[src/logic/axis_avst_settings.svh]
// stream bridge sizes
`ifndef AXIS_AVST_SETTINGS_SVH
`define AXIS_AVST_SETTINGS_SVH

// bytes per beat on both stream sides
`define AXIS_AVST_DATA_BYTES 4

// tid on axi side, channel on avalon side
`define AXIS_AVST_CHANNEL_WIDTH 4

// word address into the register block
`define AXIS_AVST_WB_ADDR_WIDTH 2

// register data path
`define AXIS_AVST_WB_DATA_WIDTH 32

`endif

[src/logic/axis_avst_pkg.sv]
// stream bridge types
`default_nettype none

`include "axis_avst_settings.svh"

package axis_avst_pkg;

    // tkeep / tstrb, one bit per byte
    typedef logic [`AXIS_AVST_DATA_BYTES-1:0] byte_mask_t;

    // avalon empty, enough bits for data bytes minus one
    typedef logic [$clog2(`AXIS_AVST_DATA_BYTES)-1:0] empty_t;

    typedef logic [`AXIS_AVST_CHANNEL_WIDTH-1:0] channel_t; // tid and channel

    typedef logic [31:0] count_t; // statistics counter

    // register map, word addresses
    typedef enum logic [`AXIS_AVST_WB_ADDR_WIDTH-1:0] {
        CTRL         = 2'd0, // bit 0 enable, bit 1 clear (write one)
        PKT_COUNT    = 2'd1,
        BYTE_COUNT   = 2'd2,
        LAST_CHANNEL = 2'd3
    } reg_addr_t;

endpackage

`default_nettype wire

[src/logic/axis_to_avst.sv]
// axi4-stream to avalon-st bridge
`timescale 1ns/10ps
`default_nettype none

`include "axis_avst_settings.svh"

module axis_to_avst (
    input  logic                                  aclk,
    input  logic                                  areset_n,
    input  logic                                  enable,
    input  logic                                  rx_tvalid,
    output logic                                  rx_tready,
    input  logic [8*`AXIS_AVST_DATA_BYTES-1:0]    rx_tdata,
    input  axis_avst_pkg::byte_mask_t             rx_tkeep,
    input  axis_avst_pkg::byte_mask_t             rx_tstrb,
    input  logic                                  rx_tlast,
    input  axis_avst_pkg::channel_t               rx_tid,
    input  logic                                  tx_ready,
    output logic                                  tx_valid,
    output logic [8*`AXIS_AVST_DATA_BYTES-1:0]    tx_data,
    output axis_avst_pkg::channel_t               tx_channel,
    output logic                                  tx_startofpacket,
    output logic                                  tx_endofpacket,
    output axis_avst_pkg::empty_t                 tx_empty
);

    logic rx_fire;    // beat taken from axi side
    logic first_beat; // next accepted beat opens a packet

    // bytes missing from a low-aligned beat
    function automatic axis_avst_pkg::empty_t mask_to_empty(
        input axis_avst_pkg::byte_mask_t mask
    );
        int kept;
        kept = 0;
        for (int i = 0; i < `AXIS_AVST_DATA_BYTES; i++) begin
            if (mask[i]) kept++;
        end
        return axis_avst_pkg::empty_t'(`AXIS_AVST_DATA_BYTES - kept);
    endfunction

    assign rx_tready = tx_ready & enable; // straight through with no buffering
    assign rx_fire   = rx_tvalid & rx_tready;

    always_ff @(posedge aclk or negedge areset_n) begin
        if (!areset_n) begin
            tx_valid         <= 1'b0;
            tx_startofpacket <= 1'b1;
            first_beat       <= 1'b1;
        end else if (tx_ready) begin
            tx_valid         <= rx_tvalid & enable; // bubble while disabled
            tx_startofpacket <= first_beat;         // from previous accepted tlast
            if (rx_fire) first_beat <= rx_tlast;
        end
    end

    // payload meaningful only with tx_valid
    always_ff @(posedge aclk) begin
        if (tx_ready) begin
            tx_data        <= rx_tdata;
            tx_channel     <= rx_tid;
            tx_endofpacket <= rx_tlast;
            tx_empty       <= rx_tlast ? mask_to_empty(rx_tkeep & rx_tstrb) : '0;
        end
    end

    // held beat closes a packet exactly when the next accepted beat opens one
    a_sop_follows_eop: assert property (@(posedge aclk) disable iff (!areset_n)
        tx_valid |-> first_beat == tx_endofpacket);

    // only the closing beat may be partial
    a_full_mid_beat: assert property (@(posedge aclk) disable iff (!areset_n)
        rx_tvalid && !rx_tlast |-> (rx_tkeep & rx_tstrb) == '1);

endmodule

`default_nettype wire

[src/logic/avst_packet_monitor.sv]
// avalon-st traffic statistics
`timescale 1ns/10ps
`default_nettype none

`include "axis_avst_settings.svh"

module avst_packet_monitor (
    input  logic                     aclk,
    input  logic                     areset_n,
    input  logic                     clear_counters, // one-cycle pulse from regs
    input  logic                     tx_valid,
    input  logic                     tx_ready,
    input  axis_avst_pkg::channel_t  tx_channel,
    input  logic                     tx_endofpacket,
    input  axis_avst_pkg::empty_t    tx_empty,
    output axis_avst_pkg::count_t    pkt_count,
    output axis_avst_pkg::count_t    byte_count,
    output axis_avst_pkg::channel_t  last_channel
);

    logic                  beat_fire;  // beat taken by the sink
    axis_avst_pkg::count_t beat_bytes; // bytes carried by this beat

    assign beat_fire = tx_valid & tx_ready;

    // full beat unless it closes a packet
    always_comb begin
        if (tx_endofpacket) begin
            beat_bytes = axis_avst_pkg::count_t'(`AXIS_AVST_DATA_BYTES)
                       - axis_avst_pkg::count_t'(tx_empty);
        end else begin
            beat_bytes = axis_avst_pkg::count_t'(`AXIS_AVST_DATA_BYTES);
        end
    end

    // counters, clear wins over counting
    always_ff @(posedge aclk or negedge areset_n) begin
        if (!areset_n) begin
            pkt_count  <= '0;
            byte_count <= '0;
        end else if (clear_counters) begin
            pkt_count  <= '0;
            byte_count <= '0;
        end else if (beat_fire) begin
            byte_count <= byte_count + beat_bytes;
            if (tx_endofpacket) pkt_count <= pkt_count + 1'b1; // one per packet
        end
    end

    // channel of the most recent accepted beat, not touched by clear
    always_ff @(posedge aclk or negedge areset_n) begin
        if (!areset_n) begin
            last_channel <= '0;
        end else if (beat_fire) begin
            last_channel <= tx_channel;
        end
    end

    // clear comes from a single write, never a level
    a_clear_is_pulse: assert property (@(posedge aclk) disable iff (!areset_n)
        clear_counters |=> !clear_counters);

endmodule

`default_nettype wire

[src/logic/wb_stream_regs.sv]
// wishbone control and statistics registers
`timescale 1ns/10ps
`default_nettype none

`include "axis_avst_settings.svh"

module wb_stream_regs (
    input  logic                                aclk,
    input  logic                                areset_n,
    input  logic                                wb_cyc,
    input  logic                                wb_stb,
    input  logic                                wb_we,
    input  axis_avst_pkg::reg_addr_t            wb_adr,
    input  logic [`AXIS_AVST_WB_DATA_WIDTH-1:0] wb_dat_w,
    output logic [`AXIS_AVST_WB_DATA_WIDTH-1:0] wb_dat_r,
    output logic                                wb_ack,
    input  axis_avst_pkg::count_t               pkt_count,
    input  axis_avst_pkg::count_t               byte_count,
    input  axis_avst_pkg::channel_t             last_channel,
    output logic                                enable,
    output logic                                clear_counters
);

    logic                                wb_req;  // new cycle not yet acked
    logic                                wb_wr;   // write strobe at the ack edge
    logic [`AXIS_AVST_WB_DATA_WIDTH-1:0] rd_data; // read mux out

    assign wb_req = wb_cyc & wb_stb & ~wb_ack;
    assign wb_wr  = wb_req & wb_we;

    // read mux, narrow fields zero-extended
    always_comb begin
        rd_data = '0;
        case (wb_adr)
            axis_avst_pkg::CTRL:       rd_data[0] = enable; // clear bit reads 0
            axis_avst_pkg::PKT_COUNT:  rd_data = pkt_count;
            axis_avst_pkg::BYTE_COUNT: rd_data = byte_count;
            axis_avst_pkg::LAST_CHANNEL: begin
                rd_data[`AXIS_AVST_CHANNEL_WIDTH-1:0] = last_channel;
            end
            default:                   rd_data = '0;
        endcase
    end

    // single-cycle ack
    always_ff @(posedge aclk or negedge areset_n) begin
        if (!areset_n) begin
            wb_ack <= 1'b0;
        end else begin
            wb_ack <= wb_req;
        end
    end

    // ctrl register and clear pulse
    always_ff @(posedge aclk or negedge areset_n) begin
        if (!areset_n) begin
            enable         <= 1'b0; // bridge stalled until software enables
            clear_counters <= 1'b0;
        end else begin
            clear_counters <= 1'b0; // default low, one cycle only
            if (wb_wr && wb_adr == axis_avst_pkg::CTRL) begin
                enable         <= wb_dat_w[0];
                clear_counters <= wb_dat_w[1];
            end
        end
    end

    // read data sampled with the ack
    always_ff @(posedge aclk) begin
        if (wb_req) wb_dat_r <= rd_data;
    end

    // master keeps the strobe up until it sees ack
    a_ack_in_cycle: assert property (@(posedge aclk) disable iff (!areset_n)
        wb_ack |-> wb_cyc && wb_stb);

endmodule

`default_nettype wire

[src/logic/axis_avst_top.sv]
// axi4-stream to avalon-st bridge top
`timescale 1ns/10ps
`default_nettype none

`include "axis_avst_settings.svh"

module axis_avst_top (
    input  logic                                  aclk,
    input  logic                                  areset_n,
    // axi4-stream rx
    input  logic                                  rx_tvalid,
    output logic                                  rx_tready,
    input  logic [8*`AXIS_AVST_DATA_BYTES-1:0]    rx_tdata,
    input  axis_avst_pkg::byte_mask_t             rx_tkeep,
    input  axis_avst_pkg::byte_mask_t             rx_tstrb,
    input  logic                                  rx_tlast,
    input  axis_avst_pkg::channel_t               rx_tid,
    // avalon-st tx
    input  logic                                  tx_ready,
    output logic                                  tx_valid,
    output logic [8*`AXIS_AVST_DATA_BYTES-1:0]    tx_data,
    output axis_avst_pkg::channel_t               tx_channel,
    output logic                                  tx_startofpacket,
    output logic                                  tx_endofpacket,
    output axis_avst_pkg::empty_t                 tx_empty,
    // wishbone classic
    input  logic                                  wb_cyc,
    input  logic                                  wb_stb,
    input  logic                                  wb_we,
    input  logic [`AXIS_AVST_WB_ADDR_WIDTH-1:0]   wb_adr,
    input  logic [`AXIS_AVST_WB_DATA_WIDTH-1:0]   wb_dat_w,
    output logic [`AXIS_AVST_WB_DATA_WIDTH-1:0]   wb_dat_r,
    output logic                                  wb_ack
);

    logic                    enable;         // ctrl bit 0
    logic                    clear_counters; // ctrl bit 1 pulse
    axis_avst_pkg::count_t   pkt_count;
    axis_avst_pkg::count_t   byte_count;
    axis_avst_pkg::channel_t last_channel;

    axis_to_avst u_bridge (
        .aclk, .areset_n, .enable,
        .rx_tvalid, .rx_tready, .rx_tdata, .rx_tkeep, .rx_tstrb, .rx_tlast, .rx_tid,
        .tx_ready, .tx_valid, .tx_data, .tx_channel,
        .tx_startofpacket, .tx_endofpacket, .tx_empty
    );

    // watches the same tx port the sink sees
    avst_packet_monitor u_monitor (
        .aclk, .areset_n, .clear_counters,
        .tx_valid, .tx_ready, .tx_channel, .tx_endofpacket, .tx_empty,
        .pkt_count, .byte_count, .last_channel
    );

    wb_stream_regs u_regs (
        .aclk, .areset_n, .wb_cyc, .wb_stb, .wb_we,
        .wb_adr (axis_avst_pkg::reg_addr_t'(wb_adr)), // raw bus word to map enum
        .wb_dat_w, .wb_dat_r, .wb_ack,
        .pkt_count, .byte_count, .last_channel, .enable, .clear_counters
    );

endmodule

`default_nettype wire

[config.mk]
export PLATFORM = sky130hd
export DESIGN_NAME = axis_avst_top
export DESIGN_NICKNAME = d
export VERILOG_FILES = /design/src/logic/axis_avst_pkg.sv /design/src/logic/axis_to_avst.sv /design/src/logic/avst_packet_monitor.sv /design/src/logic/wb_stream_regs.sv /design/src/logic/axis_avst_top.sv
export VERILOG_INCLUDE_DIRS = /design/src /design/src/logic
export SDC_FILE = /design/constraint.sdc
export NUM_CORES = 1
export LEC_CHECK = 0
export ABC_AREA = 1
export BUFFER_PORTS_ARGS = -buffer_cell sky130_fd_sc_hd__buf_2
export CAP_MARGIN = 20
export CORE_UTILIZATION = 55
export DETAILED_ROUTE_END_ITERATION = 6
export GPL_TIMING_DRIVEN = 0
export PLACE_DENSITY = 0.82
export SYNTH_ARGS = -nofsm -noshare
export SYNTH_HDL_FRONTEND = slang
export SYNTH_SLANG_ARGS = --single-unit
[constraint.sdc]
create_clock -name aclk -period 5.4 [get_ports aclk]
set_clock_uncertainty 0.1 [all_clocks]
set_input_delay 0.54 -clock aclk [delete_from_list [all_inputs] [get_ports aclk]]
set_output_delay 0.54 -clock aclk [all_outputs]
set_load 0.1 [all_outputs]
==> results.json <==
{
  "ys_ff_latch": 145,
  "tightest_slew_ns": 0.956,
  "die_y_um": 116,
  "clock_latency_ns": 0.43,
  "antenna_cells": 0,
  "cp_num_buf_inv": 4,
  "worst-path-max-fanout": 6,
  "cts_tree": "yes",
  "cp-start-kind": "flip-flop",
  "synth.top_cell.area_share": 0.298,
  "crit_arrival_ns": 2.83,
  "hold_path.class": "input port to flip-flop",
  "syn_area_um2": 7160,
  "critical_path.cell_chain": "nand2_1, inv_1, ha_1, inv_1, fa_1, inv_1, nand3_1, nand2_1, nand2_1, nor2_1, inv_1, nor2_1, nor2_1, nor2_1",
  "powerDensity_nw_per_um2": 347,
  "multiInputGateArea_um2": 2750,
  "final-seq-area_um2": 3990,
  "cts_buffer_depth": 2,
  "syn_nets": 951,
  "firstDrtPassIters": 6,
  "final_nets": 1102,
  "ys_seq_area_frac": 0.557,
  "clkTransAtPathRegs_ns": 0.06,
  "fillers": 1003,
  "final_common_cell": "nand2_1",
  "postCtsResizedCells": 0,
  "final_area_um2": 8610,
  "postPlaceCellArea_um2": 8060,
  "placed_cells": 1155,
  "htreeDepth": 4,
  "drive_gt1_frac": 0.191,
  "gr-total-overflow": 0,
  "place_congestion": 0.866,
  "die_w_um": 116,
  "relSlewSlack": 0.362,
  "cts_sinks": 145,
  "post_drt_wl_per_cell_um": 14.5,
  "grt_pass1_wl_um": 28200,
  "final_cell_mix": "nand2_1 (261), nor2_1 (144), buf_2 (129), inv_1 (88), dfrtp_1 (72)",
  "vias": 6217,
  "antenna_found_initial": 0,
  "ir_drop_uv": 248,
  "cts_setup_buffers": 0,
  "final_cells": 1188,
  "grt_pass1_vias": 5897,
  "min_period_over_period": 0.476,
  "drt-initial-drc-count": 564,
  "status": "complete, no violations",
  "port-buffer-count": 130,
  "die-area_um2": 13500,
  "worstSetupEndpointType": "flip-flop",
  "wirelength_um": 17200,
  "max_cap_viol_count": 0,
  "crit_family": "simple AND/OR/NAND/NOR gates",
  "via_per_inst": 5.23,
  "period_needed_ns": 2.57,
  "ys_types": 38,
  "yosysTopAreaCell": "edfxtp_1",
  "ios": 161,
  "power_mw": 2.99,
  "num_rows": 41,
  "worst_ep_required_time_ns": 5.66,
  "setup_viol": 0,
  "start_util": 0.565,
  "p_leak_nw": 4.00,
  "grt_max_degree": 63,
  "cts-hold-fix-buffers": 1,
  "synthCells": 852,
  "cp_slowest_cell": "edfxtp_1",
  "yosysWarningCount": 0,
  "crit_type": "flip-flop to flip-flop",
  "area_delta_synth_final_pct": 20.3,
  "grt_use_total": 0.280,
  "hold_viol": 0,
  "root_buffer": "clkbuf_16",
  "dp_hpwl_um": 12500,
  "ant_nets": 0,
  "postSynthAreaPerCell_um2": 8.40,
  "slew_viol_final": 0,
  "rsz0062_at_grt": "false",
  "numCtsBuffers": 17,
  "whs_ns": 0.181,
  "slowest_delay_ns": 0.49,
  "design.core.area_um2": 12700,
  "route.detailed.drc": 0,
  "fmax_ghz": 0.389,
  "ys_top_cells_by_area": "edfxtp_1 (30%), dfrtp_1 (25%), nand2_1 (14%), nor2_1 (7.6%), inv_1 (4.6%)",
  "timing.setup.tns_ns": 0
}
## area by class of cell
cell class,count,area share
buffer,16,0.00915
clock buffer,18,0.0498
clock inverter,14,0.0131
inverter,92,0.0402
multi-input combinational,599,0.320
sequential,145,0.463
tap,172,0.0250
timing repair buffer,132,0.0802
## through the flow
stage,util,worst slack (ns)
after CTS,0.680,2.83
after floorplan,-,2.37
after global placement,0.633,1.88
final,0.680,2.83
after global routing,0.680,2.58
after detailed placement,0.636,2.82
## worst reg2reg max path: stages (launching register included)
cell      delay (ns)
edfxtp_1        0.49
nand2_1         0.09
inv_1           0.07
ha_1            0.21
inv_1           0.07
fa_1            0.39
inv_1           0.07
nand3_1         0.06
nand2_1         0.18
nand2_1         0.16
nor2_1          0.24
inv_1           0.10
nor2_1          0.12
nor2_1          0.05
nor2_1          0.09
## routing by layer
layer / up-vias / GRT usage / share of wire
li1: 3053 / - / -
met4: 0 / 0.126 / 0.020
met5: - / 0 / 0
met3: 35 / 0.0654 / 0.065
met1: 2909 / 0.338 / 0.40
met2: 220 / 0.479 / 0.52
## cell usage after synthesis, drive strengths merged
library cell  number
mux2               2
inv               91
and2               1
ha                12
a31oi              2
a32o               1
o22ai              1
or2                2
nand3b             1
nand3             50
xor2               2
buf                8
nor2             157
nor3b              1
dfrtp             72
o21ai             22
nand4             10
clkinv             1
edfxtp            71
nor3               7
o21bai             2
xnor2              2
dfstp              2
a22oi              1
clkbuf             8
nand2            266
a21oi             55
a32oi              1
fa                 1
## state kept, by name, indices dropped and copies added (netlist names)
| signal | flops |
|---|---|
| u_bridge.tx_empty | 2 |
| u_regs.clear_counters | 1 |
| u_monitor.byte_count | 32 |
| u_bridge.tx_data | 32 |
| u_regs.wb_dat_r | 32 |
| u_bridge.tx_channel | 4 |
| u_monitor.last_channel | 4 |
| u_bridge.tx_endofpacket | 1 |
| u_bridge.tx_valid | 1 |
| u_bridge.tx_startofpacket | 1 |
| u_regs.enable | 1 |
| u_bridge.first_beat | 1 |
| u_monitor.pkt_count | 32 |
| u_regs.wb_ack | 1 |
## power breakdown
group          total, mW  switching (mW)  internal (mW)
clock network       1.10           0.466          0.630
registers           1.33          0.0739           1.25
logic              0.569           0.446          0.123
total               2.99           0.985           2.01
## cells by family (layout without fill, tap and decap cells)
logic type,count (synthesis),after routing,synth area share
and+or+nand+nor,495,495,0.290
buffers and inverters,108,272,0.0594
muxes,2,2,0.00315
adders and majority gates,13,13,0.0238
DFF,145,145,0.557
AOI/OAI and AO/OA,85,85,0.0622
xor gates and xnor gates,4,4,0.00490
## final timing paths
kind	start	to	slack (ns)	cells after the start
setup / recovery	u_bridge.tx_endofpacket	u_monitor.byte_count[30]	2.83	14
hold / removal	rx_tdata[8]	u_bridge.tx_data[8]	0.18	1
setup reg to reg	u_bridge.tx_endofpacket	u_monitor.byte_count[30]	2.83	14
hold reg to reg	u_bridge.tx_channel[3]	u_monitor.last_channel[3]	0.37	2
max in group asynchronous	areset_n	u_bridge.tx_startofpacket	4.19	3
min in group asynchronous	areset_n	u_monitor.pkt_count[10]	0.40	2
(Power assumes the default switching activity.)
